[src/hdl/fifo_net_pkg.sv]
// Shared widths, host word layout, channel tags and register map constants
`default_nettype none

package fifo_net_pkg;

    // ------------------------------------------------------------
    // Widths and host word markers
    // ------------------------------------------------------------
    localparam int DATA_W = 32;                     // Outgoing payload
    localparam int CTX_W  = 2;                      // Outgoing context

    localparam logic [7:0] HOST_MAGIC = 8'h77;      // Marks a valid host word

    localparam logic [1:0] TYPE_TLP  = 2'd0;        // Discarded
    localparam logic [1:0] TYPE_CFG  = 2'd1;        // Discarded
    localparam logic [1:0] TYPE_LOOP = 2'd2;
    localparam logic [1:0] TYPE_CMD  = 2'd3;

    // Outgoing channels, index 0 has top priority
    localparam int CHAN_LOOP = 0;
    localparam int CHAN_CMD  = 1;
    localparam int NUM_CHAN  = 2;
    localparam logic [NUM_CHAN-1:0][1:0] CHAN_TAG = {2'b11, 2'b10};

    // ------------------------------------------------------------
    // Register file layout
    // ------------------------------------------------------------
    localparam int ADDR_RW_BIT       = 15;          // Selects RW bank
    localparam int ADDR_SHADOW_BIT   = 14;          // Shadow space, ignored
    localparam int RO_BITS           = 128;
    localparam int RW_BITS           = 128;
    localparam logic [15:0] RO_MAGIC = 16'hab89;
    localparam logic [15:0] RW_MAGIC = 16'hefcd;
    localparam int RW_POS_SENDCNT_EN = 17;          // Enable bit in byte 2
    localparam int RW_POS_SENDCNT    = 32;          // 16-bit count at byte 4
    localparam logic [15:0] RESP_ADDR_SENDCNT = 16'hfffe;

    // One 64-bit host word, decoded as loopback or as command
    typedef union packed {
        struct packed {
            logic [DATA_W-1:0] payload;             // Upper half
            logic [19:0]       spare;
            logic [CTX_W-1:0]  ctx;
            logic [1:0]        typ;
            logic [7:0]        magic;
        } loop;
        struct packed {
            logic [15:0]       value;               // Bits 63:48
            logic [15:0]       mask;                // Bits 47:32
            logic [15:0]       addr;                // Byte address
            logic [1:0]        spare;
            logic              wr;                  // Bit 13
            logic              rd;                  // Bit 12
            logic [CTX_W-1:0]  ctx;
            logic [1:0]        typ;
            logic [7:0]        magic;
        } cmd;
    } host_word_u;

endpackage

`default_nettype wire

[src/hdl/chan_if.sv]
// Interface for one outgoing channel with source and sink modports
`timescale 1ns/10ps
`default_nettype none

interface chan_if;

    logic [fifo_net_pkg::DATA_W-1:0] data;      // Word payload
    logic [fifo_net_pkg::CTX_W-1:0]  ctx;       // Carried next to the word
    logic                            valid;
    logic                            ready;

    // Producer side
    modport source (
        output data,
        output ctx,
        output valid,
        input  ready
    );

    // Consumer side
    modport sink (
        input  data,
        input  ctx,
        input  valid,
        output ready
    );

endinterface

`default_nettype wire

[src/hdl/ctl_regs.sv]
// Control register file with read-only and read-write banks, command execution, send count
`timescale 1ns/10ps
`default_nettype none

module ctl_regs #(
    parameter int VERSION_MAJOR = 0,
    parameter int VERSION_MINOR = 0,
    parameter int DEVICE_ID     = 0
) (
    input  wire                                 clk,
    input  wire                                 rst,
    input  wire                                 i_cmd_valid,
    input  wire fifo_net_pkg::host_word_u       i_cmd,
    input  wire                                 i_resp_ready,
    output logic                                o_resp_valid,
    output logic [fifo_net_pkg::DATA_W-1:0]     o_resp
);

    localparam int BANK_BITS = (fifo_net_pkg::RO_BITS > fifo_net_pkg::RW_BITS) ?
                               fifo_net_pkg::RO_BITS : fifo_net_pkg::RW_BITS;
    localparam int IDX_W     = $clog2(BANK_BITS);
    localparam logic [fifo_net_pkg::RW_BITS-1:0] RW_INIT =
        {{(fifo_net_pkg::RW_BITS-16){1'b0}}, fifo_net_pkg::RW_MAGIC};

    logic [fifo_net_pkg::RO_BITS-1:0]    ro;
    logic [fifo_net_pkg::RW_BITS-1:0]    rw;
    logic [fifo_net_pkg::RO_BITS+15:0]   ro_ext;     // Padded for reads near the top
    logic [fifo_net_pkg::RW_BITS+15:0]   rw_ext;
    logic [15:0]                         cmd_addr;
    logic [17:0]                         bit_pos;    // Byte address in bits
    logic [IDX_W-1:0]                    bit_idx;
    logic                                f_rw;
    logic                                f_shadow;
    logic                                in_range;
    logic [15:0]                         rd_data;
    logic                                rd_cmd;
    logic                                wr_cmd;
    logic [15:0]                         send_cnt;
    logic                                cnt_fire;

    // ------------------------------------------------------------
    // Read-only bank
    // ------------------------------------------------------------
    always_comb begin
        ro          = '0;
        ro[15:0]    = fifo_net_pkg::RO_MAGIC;               // +000
        ro[63:32]   = 32'(fifo_net_pkg::RO_BITS / 8);       // +004 byte size
        ro[71:64]   = 8'(VERSION_MAJOR);                    // +008
        ro[79:72]   = 8'(VERSION_MINOR);                    // +009
        ro[87:80]   = 8'(DEVICE_ID);                        // +00A
    end

    assign ro_ext = {16'h0000, ro};
    assign rw_ext = {16'h0000, rw};

    // ------------------------------------------------------------
    // Command decode
    // ------------------------------------------------------------
    assign cmd_addr = i_cmd.cmd.addr;
    assign bit_pos  = {cmd_addr[14:0], 3'b000};
    assign bit_idx  = bit_pos[IDX_W-1:0];
    assign f_rw     = cmd_addr[fifo_net_pkg::ADDR_RW_BIT];
    assign f_shadow = cmd_addr[fifo_net_pkg::ADDR_SHADOW_BIT];
    assign in_range = f_rw ? (bit_pos < fifo_net_pkg::RW_BITS)
                           : (bit_pos < fifo_net_pkg::RO_BITS);

    always_comb begin
        rd_data = 16'h0000;                                 // Past the bank
        if (in_range) begin
            if (f_rw) begin
                rd_data = rw_ext[bit_idx +: 16];
            end else begin
                rd_data = ro_ext[bit_idx +: 16];
            end
        end
    end

    assign rd_cmd = i_cmd_valid & i_cmd.cmd.rd & ~f_shadow;
    assign wr_cmd = i_cmd_valid & i_cmd.cmd.wr & ~f_shadow & f_rw;  // RW bank only

    // Send count runs only in idle command slots
    assign send_cnt = rw[fifo_net_pkg::RW_POS_SENDCNT +: 16];
    assign cnt_fire = ~i_cmd_valid & i_resp_ready
                    & rw[fifo_net_pkg::RW_POS_SENDCNT_EN] & (send_cnt != 16'h0000);

    // ------------------------------------------------------------
    // Register writes and response handshake
    // ------------------------------------------------------------
    always_ff @(posedge clk) begin
        if (rst) begin
            rw           <= RW_INIT;
            o_resp_valid <= 1'b0;
        end else begin
            if (rd_cmd | cnt_fire) begin
                o_resp_valid <= 1'b1;
            end else if (i_resp_ready) begin
                o_resp_valid <= 1'b0;                       // Drained
            end

            if (cnt_fire) begin
                rw[fifo_net_pkg::RW_POS_SENDCNT +: 16] <= send_cnt - 16'd1;
            end else if (wr_cmd) begin
                // Masked bit by bit, clipped at the bank end
                for (int i = 0; i < 16; i++) begin
                    if (i_cmd.cmd.mask[i] && (int'(bit_pos) + i < fifo_net_pkg::RW_BITS)) begin
                        rw[int'(bit_idx) + i] <= i_cmd.cmd.value[i];
                    end
                end
            end
        end
    end

    // Response word, address high and value low
    always_ff @(posedge clk) begin
        if (rd_cmd) begin
            o_resp <= {cmd_addr, rd_data};
        end else if (cnt_fire) begin
            o_resp <= {fifo_net_pkg::RESP_ADDR_SENDCNT, send_cnt};
        end
    end

endmodule

`default_nettype wire

[src/hdl/rx_dispatch.sv]
// Host word decoder, routing loopback words and command responses into channels
`timescale 1ns/10ps
`default_nettype none

module rx_dispatch #(
    parameter int VERSION_MAJOR = 0,
    parameter int VERSION_MINOR = 0,
    parameter int DEVICE_ID     = 0
) (
    input  wire                             clk,
    input  wire                             rst,
    input  wire                             i_rx_valid,
    input  wire fifo_net_pkg::host_word_u   i_rx_data,
    output logic                            o_rx_ready,
    chan_if.source                          o_chan [fifo_net_pkg::NUM_CHAN]
);

    logic                            loop_ready;
    logic                            cmd_ready;
    logic                            magic_ok;
    logic                            is_loop;
    logic                            is_cmd;
    logic                            cmd_valid;
    logic                            resp_valid;
    logic [fifo_net_pkg::DATA_W-1:0] resp;

    assign loop_ready = o_chan[fifo_net_pkg::CHAN_LOOP].ready;
    assign cmd_ready  = o_chan[fifo_net_pkg::CHAN_CMD].ready;
    assign magic_ok   = (i_rx_data.loop.magic == fifo_net_pkg::HOST_MAGIC);

    // Type decode, only for words with the magic byte
    always_comb begin
        is_loop = 1'b0;
        is_cmd  = 1'b0;
        if (magic_ok) begin
            case (i_rx_data.loop.typ)
                fifo_net_pkg::TYPE_LOOP: is_loop = 1'b1;
                fifo_net_pkg::TYPE_CMD:  is_cmd  = 1'b1;
                fifo_net_pkg::TYPE_TLP,
                fifo_net_pkg::TYPE_CFG: ;                   // No PCIe side, dropped
            endcase
        end
    end

    // Bad magic and dropped types are swallowed at once
    assign o_rx_ready = is_loop ? loop_ready : (is_cmd ? cmd_ready : 1'b1);

    // Command taken only with room for its response
    assign cmd_valid = i_rx_valid & is_cmd & cmd_ready;

    // Loopback goes straight into its channel
    assign o_chan[fifo_net_pkg::CHAN_LOOP].valid = i_rx_valid & is_loop;
    assign o_chan[fifo_net_pkg::CHAN_LOOP].data  = i_rx_data.loop.payload;
    assign o_chan[fifo_net_pkg::CHAN_LOOP].ctx   = i_rx_data.loop.ctx;

    ctl_regs #(
        .VERSION_MAJOR (VERSION_MAJOR),
        .VERSION_MINOR (VERSION_MINOR),
        .DEVICE_ID     (DEVICE_ID)
    ) u_ctl_regs (
        .clk          (clk),
        .rst          (rst),
        .i_cmd_valid  (cmd_valid),
        .i_cmd        (i_rx_data),
        .i_resp_ready (cmd_ready),
        .o_resp_valid (resp_valid),
        .o_resp       (resp)
    );

    // Responses carry no context
    assign o_chan[fifo_net_pkg::CHAN_CMD].valid = resp_valid;
    assign o_chan[fifo_net_pkg::CHAN_CMD].data  = resp;
    assign o_chan[fifo_net_pkg::CHAN_CMD].ctx   = '0;

endmodule

`default_nettype wire

[src/hdl/chan_fifo.sv]
// Synchronous circular FIFO for one outgoing channel
`timescale 1ns/10ps
`default_nettype none

module chan_fifo #(
    parameter int DEPTH = 4
) (
    input  wire     clk,
    input  wire     rst,
    chan_if.sink    i_wr,
    chan_if.source  o_rd
);

    localparam int PTR_W = (DEPTH > 1) ? $clog2(DEPTH) : 1;
    localparam int CNT_W = $clog2(DEPTH + 1);

    logic [fifo_net_pkg::DATA_W-1:0] data_mem [DEPTH];
    logic [fifo_net_pkg::CTX_W-1:0]  ctx_mem  [DEPTH];
    logic [PTR_W-1:0]                wr_ptr;
    logic [PTR_W-1:0]                rd_ptr;
    logic [CNT_W-1:0]                count;
    logic                            push;
    logic                            pop;

    assign i_wr.ready = (count != CNT_W'(DEPTH));       // Not full
    assign o_rd.valid = (count != '0);                  // Not empty
    assign o_rd.data  = data_mem[rd_ptr];
    assign o_rd.ctx   = ctx_mem[rd_ptr];

    assign push = i_wr.valid & i_wr.ready;
    assign pop  = o_rd.valid & o_rd.ready;

    // Storage, no reset
    always_ff @(posedge clk) begin
        if (push) begin
            data_mem[wr_ptr] <= i_wr.data;
            ctx_mem[wr_ptr]  <= i_wr.ctx;
        end
    end

    // Pointers wrap at DEPTH, need not be a power of two
    always_ff @(posedge clk) begin
        if (rst) begin
            wr_ptr <= '0;
            rd_ptr <= '0;
            count  <= '0;
        end else begin
            if (push) begin
                wr_ptr <= (wr_ptr == PTR_W'(DEPTH - 1)) ? '0 : wr_ptr + 1'b1;
            end
            if (pop) begin
                rd_ptr <= (rd_ptr == PTR_W'(DEPTH - 1)) ? '0 : rd_ptr + 1'b1;
            end
            if (push && !pop) begin
                count <= count + 1'b1;
            end else if (pop && !push) begin
                count <= count - 1'b1;
            end
        end
    end

endmodule

`default_nettype wire

[src/hdl/tx_arbiter.sv]
// Fixed-priority arbiter draining the channel FIFOs onto the host output
`timescale 1ns/10ps
`default_nettype none

module tx_arbiter (
    input  wire                                 clk,
    input  wire                                 rst,
    chan_if.sink                                i_chan [fifo_net_pkg::NUM_CHAN],
    output logic                                o_tx_valid,
    input  wire                                 i_tx_ready,
    output logic [fifo_net_pkg::DATA_W-1:0]     o_tx_data,
    output logic [1:0]                          o_tx_tag,
    output logic [fifo_net_pkg::CTX_W-1:0]      o_tx_ctx
);

    localparam int SEL_W = (fifo_net_pkg::NUM_CHAN > 1) ? $clog2(fifo_net_pkg::NUM_CHAN) : 1;

    logic [fifo_net_pkg::NUM_CHAN-1:0]                             valid_v;
    logic [fifo_net_pkg::NUM_CHAN-1:0][fifo_net_pkg::DATA_W-1:0]   data_v;
    logic [fifo_net_pkg::NUM_CHAN-1:0][fifo_net_pkg::CTX_W-1:0]    ctx_v;
    logic [SEL_W-1:0]                                              pick;
    logic [SEL_W-1:0]                                              grant;
    logic [SEL_W-1:0]                                              grant_q;
    logic                                                          stall_q;

    // Flatten channel heads, pop only the granted one
    for (genvar g = 0; g < fifo_net_pkg::NUM_CHAN; g++) begin : g_tap
        assign valid_v[g]     = i_chan[g].valid;
        assign data_v[g]      = i_chan[g].data;
        assign ctx_v[g]       = i_chan[g].ctx;
        assign i_chan[g].ready = i_tx_ready & (grant == SEL_W'(g));
    end

    // Lowest index with data wins
    always_comb begin
        pick = '0;
        for (int i = fifo_net_pkg::NUM_CHAN - 1; i >= 0; i--) begin
            if (valid_v[i]) begin
                pick = SEL_W'(i);
            end
        end
    end

    assign grant = stall_q ? grant_q : pick;            // Held across a stall

    assign o_tx_valid = valid_v[grant];
    assign o_tx_data  = data_v[grant];
    assign o_tx_ctx   = ctx_v[grant];
    assign o_tx_tag   = fifo_net_pkg::CHAN_TAG[grant];

    always_ff @(posedge clk) begin
        if (rst) begin
            stall_q <= 1'b0;
            grant_q <= '0;
        end else begin
            stall_q <= o_tx_valid & ~i_tx_ready;
            grant_q <= grant;
        end
    end

endmodule

`default_nettype wire

[src/hdl/fifo_net_top.sv]
// Top level of the host FIFO network with dispatcher, channel FIFOs and output arbiter
`timescale 1ns/10ps
`default_nettype none

module fifo_net_top #(
    parameter int FIFO_DEPTH    = 4,
    parameter int VERSION_MAJOR = 0,
    parameter int VERSION_MINOR = 0,
    parameter int DEVICE_ID     = 0
) (
    input  wire                                 clk,
    input  wire                                 rst,
    // Host input
    input  wire                                 i_rx_valid,
    output logic                                o_rx_ready,
    input  wire [63:0]                          i_rx_data,
    // Host output
    output logic                                o_tx_valid,
    input  wire                                 i_tx_ready,
    output logic [fifo_net_pkg::DATA_W-1:0]     o_tx_data,
    output logic [1:0]                          o_tx_tag,
    output logic [fifo_net_pkg::CTX_W-1:0]      o_tx_ctx
);

    // Dispatcher to FIFOs, and FIFOs to arbiter
    chan_if rx_chan [fifo_net_pkg::NUM_CHAN] ();
    chan_if tx_chan [fifo_net_pkg::NUM_CHAN] ();

    rx_dispatch #(
        .VERSION_MAJOR (VERSION_MAJOR),
        .VERSION_MINOR (VERSION_MINOR),
        .DEVICE_ID     (DEVICE_ID)
    ) u_rx_dispatch (
        .clk        (clk),
        .rst        (rst),
        .i_rx_valid (i_rx_valid),
        .i_rx_data  (i_rx_data),
        .o_rx_ready (o_rx_ready),
        .o_chan     (rx_chan)
    );

    // One FIFO per outgoing channel
    for (genvar g = 0; g < fifo_net_pkg::NUM_CHAN; g++) begin : g_chan
        chan_fifo #(
            .DEPTH (FIFO_DEPTH)
        ) u_chan_fifo (
            .clk  (clk),
            .rst  (rst),
            .i_wr (rx_chan[g]),
            .o_rd (tx_chan[g])
        );
    end

    tx_arbiter u_tx_arbiter (
        .clk        (clk),
        .rst        (rst),
        .i_chan     (tx_chan),
        .o_tx_valid (o_tx_valid),
        .i_tx_ready (i_tx_ready),
        .o_tx_data  (o_tx_data),
        .o_tx_tag   (o_tx_tag),
        .o_tx_ctx   (o_tx_ctx)
    );

endmodule

`default_nettype wire

[config.mk]
export PLATFORM = sky130hd
export DESIGN_NAME = fifo_net_top
export DESIGN_NICKNAME = d
export VERILOG_FILES = /design/src/hdl/fifo_net_pkg.sv /design/src/hdl/chan_if.sv /design/src/hdl/ctl_regs.sv /design/src/hdl/rx_dispatch.sv /design/src/hdl/chan_fifo.sv /design/src/hdl/tx_arbiter.sv /design/src/hdl/fifo_net_top.sv
export SDC_FILE = /design/constraint.sdc
export NUM_CORES = 1
export LEC_CHECK = 0
export BUFFER_PORTS_ARGS = -buffer_cell sky130_fd_sc_hd__buf_2
export CAP_MARGIN = 20
export CORE_ASPECT_RATIO = 1.25
export CORE_MARGIN = 4
export CORE_UTILIZATION = 60
export DETAILED_ROUTE_END_ITERATION = 16
export HOLD_SLACK_MARGIN = 0.15
export PLACE_DENSITY_LB_ADDON = 0.08
export SETUP_SLACK_MARGIN = 0.05
export SLEW_MARGIN = 20
export SYNTH_ARGS = -nofsm -noshare
export SYNTH_HDL_FRONTEND = slang
export SYNTH_SLANG_ARGS = --single-unit
export TNS_END_PERCENT = 50
[constraint.sdc]
create_clock -name clk -period 3.6 [get_ports clk]
set_input_delay 0.72 -clock clk [delete_from_list [all_inputs] [get_ports clk]]
set_output_delay 0.72 -clock clk [all_outputs]
set_load 0.1 [all_outputs]
Word level (Yosys, flattened, before mapping):

Memories as Yosys holds them, arrays and structs flattened. A register that Yosys moved wholly into a read port is not among the register bits.
Cells that the tools add are included.

* memories kept: 3
* RAM bits: 264
* register bits after elaboration: 177
* input bits: 68
* output and inout bits: 38
* word-level logic and storage cells: 340

Memories
* g_chan[0].u_chan_fifo.data_mem: depth 4, bits a word 32, read ports 1, clocked after memory_dff 1, wr ports 1, line chan_fifo.sv:17 `logic [fifo_net_pkg::DATA_W-1:0] data_mem [DEPTH];`
* g_chan[1].u_chan_fifo.data_mem: depth 4, bits a word 32, read ports 1, clocked after memory_dff 1, wr ports 1, line chan_fifo.sv:17
* g_chan[0].u_chan_fifo.ctx_mem: depth 4, bits a word 2, read ports 1, clocked after memory_dff 1, wr ports 1, line chan_fifo.sv:18 `logic [fifo_net_pkg::CTX_W-1:0] ctx_mem [DEPTH];`

* shift operators: 2
* reductions and logical operators: 49
* bitwise gates (word level): 24
* magnitude comparators: 50
* add/sub/neg operators: 39
* equal/unequal tests: 9
* multiplexer cells: 152

Operators with widths (number)
* two-way mux 128 bit: 61
* bitwise mux 128 bit: 16
* less-than comparator 19 x 8 -> 1 bit, second input constant: 15
* adder 18 x 4 -> 19 bit, second input constant: 8
* variable part select 144 x 8 -> 16 bit: 1
* variable part select 144 x 8 -> 16 bit, first input constant: 1
* two-way mux 32 bit: 4
* greater-or-equal comparator 8 x 1 -> 1 bit, second input constant: 15
* less-than comparator 8 bit, second input constant: 15
* demux 1 bit (select 7 bit): 15
* adder 18 x 3 -> 19 bit, second input constant: 4
* adder 7 x 4 -> 8 bit, second input constant: 8
* two-way mux 16 bit: 3
* two-way mux 48 bit: 1
* adder 18 x 2 -> 19 bit, second input constant: 2
* logical AND 1 bit: 36
* less-than comparator 18 x 8 -> 1 bit, second input constant: 2
* two-way mux 1 bit: 34
* adder 7 x 3 -> 8 bit, second input constant: 4
* two-way mux 2 bit: 13
* adder 18 x 1 -> 19 bit, second input constant: 1
* AND 1 bit: 18
* adder 7 x 2 -> 8 bit, second input constant: 2
* nonzero test 16 bit: 1
* 19 further kinds: 45

Depth between registers and ports, before layout:

Gate-level depths: netlist of the first run.

* word-level depth: 85
* mapped depth: 10

Hierarchy:

A second synthesis of the first run with hierarchy kept.

* cells, all modules: 2144
* area total of the unflattened synthesis: 24198.2 sq um

Modules (own cells, without submodules)
* ctl_regs: cells an instance 1590, instances 1, area each 12485.7 sq um
* chan_fifo: cells an instance 226, instances 2, area each 5377.7 sq um
* tx_arbiter: cells an instance 54, instances 1, area each 609.3 sq um
* rx_dispatch: cells an instance 48, instances 1, area each 347.8 sq um

Least setup slack after synthesis of the first run:

OpenSTA, ideal clock, no wires.

* path type: input -> register
* from: input i_rx_data[7]
* to: register u_rx_dispatch.u_ctl_regs.o_resp[0] (netlist bit), enable pin
* cell stages on the path: 7
* path buffers: 2
* data required time: 3.211 ns
* setup time: 0.389 ns
* arrival: 2.976 ns
* setup slack: 0.234 ns
* cells stage by stage: nand4b_1 -> or4_1 -> buf_2 -> nor4b_4 -> inv_2 -> clkbuf_1 -> nand2_1

* word-level cells in the longest chain between the ends: 9
* elaborated cells on any way between the ends: 11
* classes of those cells: eq/ne (1); mux (1); bitwise (8); reduce/logical (1)

Ends and longest elaborated chain
* from (decl): line fifo_net_top.sv:16 `input wire [63:0] i_rx_data,`
* equality test 8 x 7 -> 1 bit *: line rx_dispatch.sv:29 `assign magic_ok = (i_rx_data.loop.magic == fifo_net_pkg::HOST_MAGIC);`
* two-way mux 1 bit *: line rx_dispatch.sv:35 `if (magic_ok) begin`
* AND 1 bit * (2 in series): line rx_dispatch.sv:49 `assign cmd_valid = i_rx_valid & is_cmd & cmd_ready;`
* NOT 1 bit: line ctl_regs.sv:83 `assign cnt_fire = ~i_cmd_valid & i_resp_ready`
* AND 1 bit: line ctl_regs.sv:83
* AND 1 bit (2 in series): line ctl_regs.sv:84 `& rw[fifo_net_pkg::RW_POS_SENDCNT_EN] & (send_cnt != 16'h0000);`
* nonzero test 2 bit (no source line) *
* to (signal assigned): line ctl_regs.sv:116 `o_resp <= {cmd_addr, rd_data};`
* to (signal assigned): line ctl_regs.sv:118 `o_resp <= {fifo_net_pkg::RESP_ADDR_SENDCNT, send_cnt};`
* to (decl): line ctl_regs.sv:16 `output logic [fifo_net_pkg::DATA_W-1:0] o_resp`

Every way passes the cells marked *; elsewhere a longest branch is shown, timed or not.
A chain may end at the register's enable or synchronous reset.

Worst setup path in the final report of the first run:

* from: register g_chan[1].u_chan_fifo.count[0]
* to: output o_tx_data[17] (netlist bit)

* word-level cells in the longest chain between the ends: 6

Ends and longest elaborated chain
* from (decl): line chan_fifo.sv:21 `logic [CNT_W-1:0] count;`
* from (signal assigned): line chan_fifo.sv:55 `count <= count + 1'b1;`
* from (signal assigned): line chan_fifo.sv:57 `count <= count - 1'b1;`
* nonzero test 3 bit: line chan_fifo.sv:26 `assign o_rd.valid = (count != '0);`
* two-way mux 1 bit (2 in series): line tx_arbiter.sv:38 `if (valid_v[i]) begin`
* two-way mux 1 bit: line tx_arbiter.sv:44 `assign grant = stall_q ? grant_q : pick;`
* two-way mux 32 bit (not written as such) (2 in series): line tx_arbiter.sv:47 `assign o_tx_data = data_v[grant];`
* to (decl): line fifo_net_top.sv:20 `output logic [fifo_net_pkg::DATA_W-1:0] o_tx_data,`

No other way between the ends. The select of a mux whose other input is x is not followed.

==> qor.txt, run 1 <==
Outcome - completed
Mux share of post-synthesis cell area - 0.207
Antenna violations before repair - 3
Initial Util - 0.610
Cts bufs inserted - 44
DP Area - 25100 µm²
Drt total wl - 80000 µm
P_leak - 0.00966 µW
Ys Warns - 0
Peak supply drop - 0.000400 V
Worst skew pair latency - 580 ps
Required time of the critical path - 2880 ps
Max FO, Critical Path - 34
Area leader, netlist - edfxtp_1
CP max stage cell - buf_2
Setup Skew - 24.0 ps
Synth Area in Compound Gates - 0.101
Layout cells sized above 1 - 0.252
IO Count - 106
Synth Instances - 2064
CP startpoint - g_chan[1].u_chan_fifo.count[0]
End point of the critical path - o_tx_data[17]
H-tree levels - 2
Top post-synthesis cells by area - edfxtp_1 (38%), dfxtp_1 (13%), mux4_2 (7.7%), mux2_2 (6.7%), mux2i_1 (5.7%)
DRT antenna net count - 0
Final-stage net count - 2224
Synth top area share - 0.380
Cell chain of the critical path - nor3_1, o31a_1, clkinv_1, buf_12, mux2_2, buf_2
# setup viols final - 0
First-pass GRT wire length - 119000 µm
DRC - 0
Worst setup path class - flop to output port
GRT overflow - 0
Adder-cell share of the synthesized area - 0.00867
Dpl hpwl - 52800 µm
Worst setup EP type - output port
Sequential share of the synthesized area - 0.508
Clock Sinks - 445
Count of final hold-check violations - 0
Most used flip-flop cell after synthesis - edfxtp_1
Total GRT Usage - 0.373
Die ar. - 42200 µm²
Post-synth ARST share - 0
Max Buffers Root-to-Sink - 3
Root Buffer - clkbuf_16
Synthesized Nets - 2147
Setup tns final - 0 ps
Fmax - 0.292 GHz
CTS tree - built
Routed WL per cell - 30.0 µm
Hold WC Path Type - input pin to flop
Die height - 229 µm
Hold-fix buffers, CTS - 0
GPL Wtd Cong - 1.07
Die W - 185 µm
Filler instances - 2753
Worst-path clk slew - 60 ps
Pwr/cell area - 475 nW/µm²
Combinational family with the most area after synthesis - multiplexers
# rows - 80
Final slew viol count - 0
Worst Tran Pin Value - 956 ps
WP data arrival - 2700 ps
Core area - 38300 µm²
Post-Syn Area - 23400 µm²
Synth-to-layout area growth - 13.9%
CP Launch Type - flop
Final instance area - 26600 µm²
R2R Setup Slk - 560 ps
Final Critical Period - 3420 ps
Post-Synth XOR/XNOR Area - 0.00375
Post-Synth Simple-Gate Area - 0.134
Max-Cap Viols - 0
Reg2reg path depth - 11
Vias in the first global route - 18600
Avg Cell Area, Syn - 11.3 µm²
Largest net degree at the start of global routing - 62
Post CTS Setup Buffer Count - 0
Top cells by count, synth - edfxtp_1 (296), nand3_1 (248), nand2_1 (165)
# port buffers - 102
Initial DRC Count - 2493
Post-synth EDFFs - 296
Netlist cell types - 83
Unrepaired setup endpoints after global routing - false
Vias per inst - 7.01
N_diodes - 0
CP peak stage delay - 430 ps
Slew headroom - 0.363
Vias - 18700
Seq cells post-synth - 445
R2r startpoint - g_chan[1].u_chan_fifo.count[0]
Count leader, synth - edfxtp_1
Tcrit/Tclk final - 0.951
DRT Pass-1 Iters - 5
Worst flop-to-flop path endpoint - g_chan[1].u_chan_fifo.count[2]
Post-CTS sizing - 0
==> layout by cell type, fill, tap and decap left out, types with 23 or more instances in the layout <==
cell / instances
clkbuf_16: 44
o22ai_1: 52
mux4_2: 80
a31oi_1: 23
mux2i_1: 132
buf_4: 101
a21oi_1: 54
dfxtp_1: 146
nand2b_1: 31
mux2_2: 139
edfxtp_1: 296
nor2_1: 63
buf_12: 32
nand3_1: 248
nand2_1: 165
buf_2: 92
o21ai_0: 98
o21ai_1: 51
==> worst min path at each step <==
stage                                     endpoint                             start  depth (start not counted)
6_report                      u_tx_arbiter.stall_q                        i_tx_ready                          2
5_1_grt        g_chan[0].u_chan_fifo.ctx_mem[0][0]                     i_rx_data[10]                          1
4_1_cts                       u_tx_arbiter.stall_q                        i_tx_ready                          2
3_5_place_dp        u_rx_dispatch.u_ctl_regs.rw[4]    u_rx_dispatch.u_ctl_regs.rw[4]                          2
3_3_place_gp      u_rx_dispatch.u_ctl_regs.rw[117]  u_rx_dispatch.u_ctl_regs.rw[117]                          2
2_1_floorplan      u_rx_dispatch.u_ctl_regs.rw[61]   u_rx_dispatch.u_ctl_regs.rw[61]                          2
==> sequential cells by signal, summed over array words and instances (netlist names), 4 cells and up, named ones only <==
register and count:
g_chan.u_chan_fifo.count 6, g_chan.u_chan_fifo.ctx_mem 8, g_chan.u_chan_fifo.data_mem 256, g_chan.u_chan_fifo.rd_ptr 4
g_chan.u_chan_fifo.wr_ptr 4, u_rx_dispatch.u_ctl_regs.o_resp 32, u_rx_dispatch.u_ctl_regs.rw 128
==> layer usage <==
layer  GRT usage  vias up  part of all wire
li1            -     8016                 -
met1       0.473     9155              0.36
met2       0.599     1182              0.47
met3      0.0640      352             0.093
met4       0.224        2             0.075
met5           0        -           0.00021
==> area by class of cell <==
cell class / instances / area, µm² / share of cell area
Timing Repair Buffer: 225 / 1860 / 0.0698
Sequential cell: 445 / 11900 / 0.446
Clock inverter: 26 / 295 / 0.0111
Inverter: 26 / 97.6 / 0.00367
Clock buffer: 56 / 1200 / 0.0449
Tap cell: 492 / 616 / 0.0231
Multi-Input combinational cell: 1399 / 10700 / 0.401
==> cells by family (layout without fill, tap and decap cells) <==
family          Yosys count  in the layout
buf+inv                 220            333
simple gates            630            630
compound gates          378            378
xor+xnor                 10             10
flops                   445            445
fa+ha+maj                15             15
mux                     365            365
other cells               1              1
==> stage by stage <==
step | util | worst slack [ps] | total power [µW] | hold slack, ps | cells
floorplan | - | 234 | 7300 | 441 | 2064
global placement | 0.655 | 270 | 7940 | 459 | 2587
detailed placement | 0.655 | 239 | 7960 | 470 | 2587
CTS | 0.694 | 172 | 12700 | 350 | 2669
global route | 0.694 | 91.5 | 13000 | 366 | 2669
finish | 0.694 | 177 | 12700 | 367 | 2669
==> report_power, final <==
part / switching, µW / total [µW] / internal, µW
sequential: 30.4 / 5470 / 5440
combinational: 1720 / 2410 / 689
clock: 2040 / 4780 / 2740
==> worst max-delay path, delay by kind of cell (launching register included) <==
family          cells  cell delay (ps)
simple gates        1              400
mux                 1              280
compound gates      1              310
buf+inv             3              760
flops               1              360
Note: power is estimated with default switching activity, not from simulation.
==> inputs of run 2 (changes only) <==
--- a/config.mk
+++ b/config.mk
@@ -12,7 +12,7 @@
 export CORE_UTILIZATION = 60
 export DETAILED_ROUTE_END_ITERATION = 16
 export HOLD_SLACK_MARGIN = 0.15
-export PLACE_DENSITY_LB_ADDON = 0.08
+export PLACE_DENSITY = 0.78
 export SETUP_SLACK_MARGIN = 0.05
 export SLEW_MARGIN = 20
 export SYNTH_ARGS = -nofsm -noshare
==> run 2 against run 1 <==
  * Sequential power hardly changed
  * Die area unchanged
  * Global-route usage shrank 0.42 points
  * Clock power hardly changed
  * Via count is 0.66% higher
  * Routed wire length down 1.2%
  * Largest cell class unchanged
  * Critical path type unchanged
==> qor.txt, run 2 (synthesized netlist as in run 1, its figures left out) <==
Outcome - completed
Dpl hpwl - 52000 µm (-1.4%)
Power Total - 12700 µW (+0.30%)
DRC - 0 (unchanged)
Delay-heaviest family, CP - buffers and inverters
P_leak - 0.00961 µW (-0.49%)
Hold Worst Slack - 368 ps (+0.475 ps)
Tcrit/Tclk final - 0.953 (+0.00232)
# setup viols final - 0 (unchanged)
Antenna violations before repair - 2 (-1)
Core area - 38300 µm² (unchanged)
Reg2reg path depth - 11 (unchanged)
Initial Util - 0.610 (unchanged)
Power share of the sequential group - 0.432 (about the same)
Die ar. - 42200 µm² (unchanged)
Die height - 229 µm (unchanged)
Clock Sinks - 445 (unchanged)
Vias per inst - 7.08 (+1.1%)
GRT overflow - 0 (unchanged)
Total GRT Usage - 0.369 (-0.00418)
Routed WL per cell - 29.7 µm (-0.76%)
Drt total wl - 79100 µm (-1.2%)
GPL Wtd Cong - 1.07 (-0.25%)
Cell chain of the critical path - or3_1, o31a_1, clkinv_1, buf_12, mux2_2, buf_2
NetSw - 3800 µW (+0.39%)
Worst setup EP type - output port
Initial DRC Count - 2833 (+14%)
Layout cells sized above 1 - 0.246 (-0.00565)
DRT antenna net count - 0 (unchanged)
Final Critical Period - 3430 ps (+8.35 ps)
Worst Tran Pin Value - 778 ps (-178 ps)
CP max stage cell - or3_1
Hold Path Cell Cnt - 2 (unchanged)
Critical path depth in cells - 6 (unchanged)
Hold WC Path Type - input pin to flop
Final-stage net count - 2215 (-0.40%)
Top reg by flops - g_chan.u_chan_fifo.data_mem
Max FO, Critical Path - 34 (unchanged)
Worst skew pair latency - 560 ps (-20 ps)
CP Launch Type - flop
N_diodes - 0 (unchanged)
Setup tns final - 0 ps (unchanged)
Sw Ratio - 0.300 (about the same)
Synth-to-layout area growth - 13.5%
Count of final hold-check violations - 0 (unchanged)
# port buffers - 102 (unchanged)
CP peak stage delay - 410 ps (-20 ps)
Slew headroom - 0.480 (+0.117)
First-pass GRT wire length - 118000 µm (-0.42%)
Fmax - 0.291 GHz (-0.24%)
Unrepaired setup endpoints after global routing - false
Vias in the first global route - 18500 (-0.30%)
Worst-path clk slew - 60 ps (about the same)
Largest register FFs - 256 (unchanged)
# rows - 80 (unchanged)
Die W - 185 µm (unchanged)
Worst setup path class - flop to output port
Final slew viol count - 0 (unchanged)
Root Buffer - clkbuf_16
Vias - 18800 (+0.66%)
Int Pwr - 8890 µW (+0.25%)
Pwr/cell area - 478 nW/µm² (+0.58%)
Required time of the critical path - 2880 ps (about the same)
Commonest non-fill, non-tap cell in the layout - edfxtp_1
IO Count - 106 (unchanged)
Fin util - 0.692 (-0.00196)
Most frequent cells in the layout - edfxtp_1 (296), nand3_1 (248), nand2_1 (165)
WP data arrival - 2710 ps (about the same)
Setup Skew - 12.6 ps (-11.5 ps)
H-tree levels - 2 (unchanged)
Combinational Power Share - 0.194 (+0.004)
Biggest regs - g_chan.u_chan_fifo.data_mem: 256 flops, u_rx_dispatch.u_ctl_regs.rw: 128 flops, u_rx_dispatch.u_ctl_regs.o_resp: 32 flops
Post CTS Setup Buffer Count - 0 (unchanged)
CP Buf/Inv Count - 3 (unchanged)
CTS tree - built
Cts bufs inserted - 43 (-2.3%)
Largest net degree at the start of global routing - 75 (+21%)
Max-Cap Viols - 0 (unchanged)
Max Buffers Root-to-Sink - 3 (unchanged)
DRT Pass-1 Iters - 6 (+1)
Clock share of power - 0.374 (-0.004)
Peak supply drop - 0.000368 V (-8.0%)
## run 2: cell types whose count changed in the layout (fill, tap and decap cells not counted), moves of 2 or more
cell | before | now
and3_1 | 5 | 9
and3_2 | 4 | 0
buf_2 | 92 | 86
clkbuf_8 | 5 | 2
clkinv_2 | 8 | 5
clkinv_4 | 2 | 0
clkinv_8 | 1 | 3
clkinvlp_4 | 2 | 5
## run 2: worst paths after layout
| check | start | to | slack, ps |
|---|---|---|---|
| max reg2reg | g_chan[1].u_chan_fifo.count[0] | g_chan[1].u_chan_fifo.count[2] | 650 |
| max | g_chan[0].u_chan_fifo.count[0] | o_tx_data[17] | 170 |
| min reg2reg | u_rx_dispatch.u_ctl_regs.rw[61] | u_rx_dispatch.u_ctl_regs.rw[61] | 480 |
| min | i_tx_ready | u_tx_arbiter.stall_q | 370 |
## run 2: through the flow
stage	instances	worst slack, ps	area (µm²)
4_1_cts	2658	152	26500
3_5_place_dp	2579	108	25100
5_1_grt	2658	111	26500
3_3_place_gp	2579	176	25100
2_1_floorplan	2064	234	23400
6_report	2658	169	26500
## run 2: layout make-up
type / instances / area [µm²]
flip-flops and latches: 445 / 11900
fillers: 2664 / 11800
multi-input cells: 1399 / 10700
repair buffers: 217 / 1800
clock buffers: 52 / 1130
well taps: 492 / 616
clock inverters: 27 / 339
inverters: 26 / 97.6
## run 2: power by group through the flow
stage	registers, µW	logic [µW]	clock network (µW)
global route	5490	2540	5000
finish	5480	2460	4750
floorplan	5570	1730	0
global placement	5600	2390	0
detailed placement	5600	2420	0
CTS	5490	2440	4760
## run 2: timing repair
action / 4_1_cts / 5_1_grt
hold buffers: 0 / 0
gates resized for setup: 0 / 1
endpoints found under the hold margin: 0 / 0
endpoints found under the setup margin: 0 / 17
## run 2: per-layer routing
metal,share of wire,track usage,routed length [µm],up-vias
met2,0.47,0.585,37000,1363
met5,0.00019,0,15,-
met3,0.11,0.0724,8430,341
met1,0.35,0.474,28000,9119
li1,-,-,-,8006
met4,0.071,0.209,5610,2
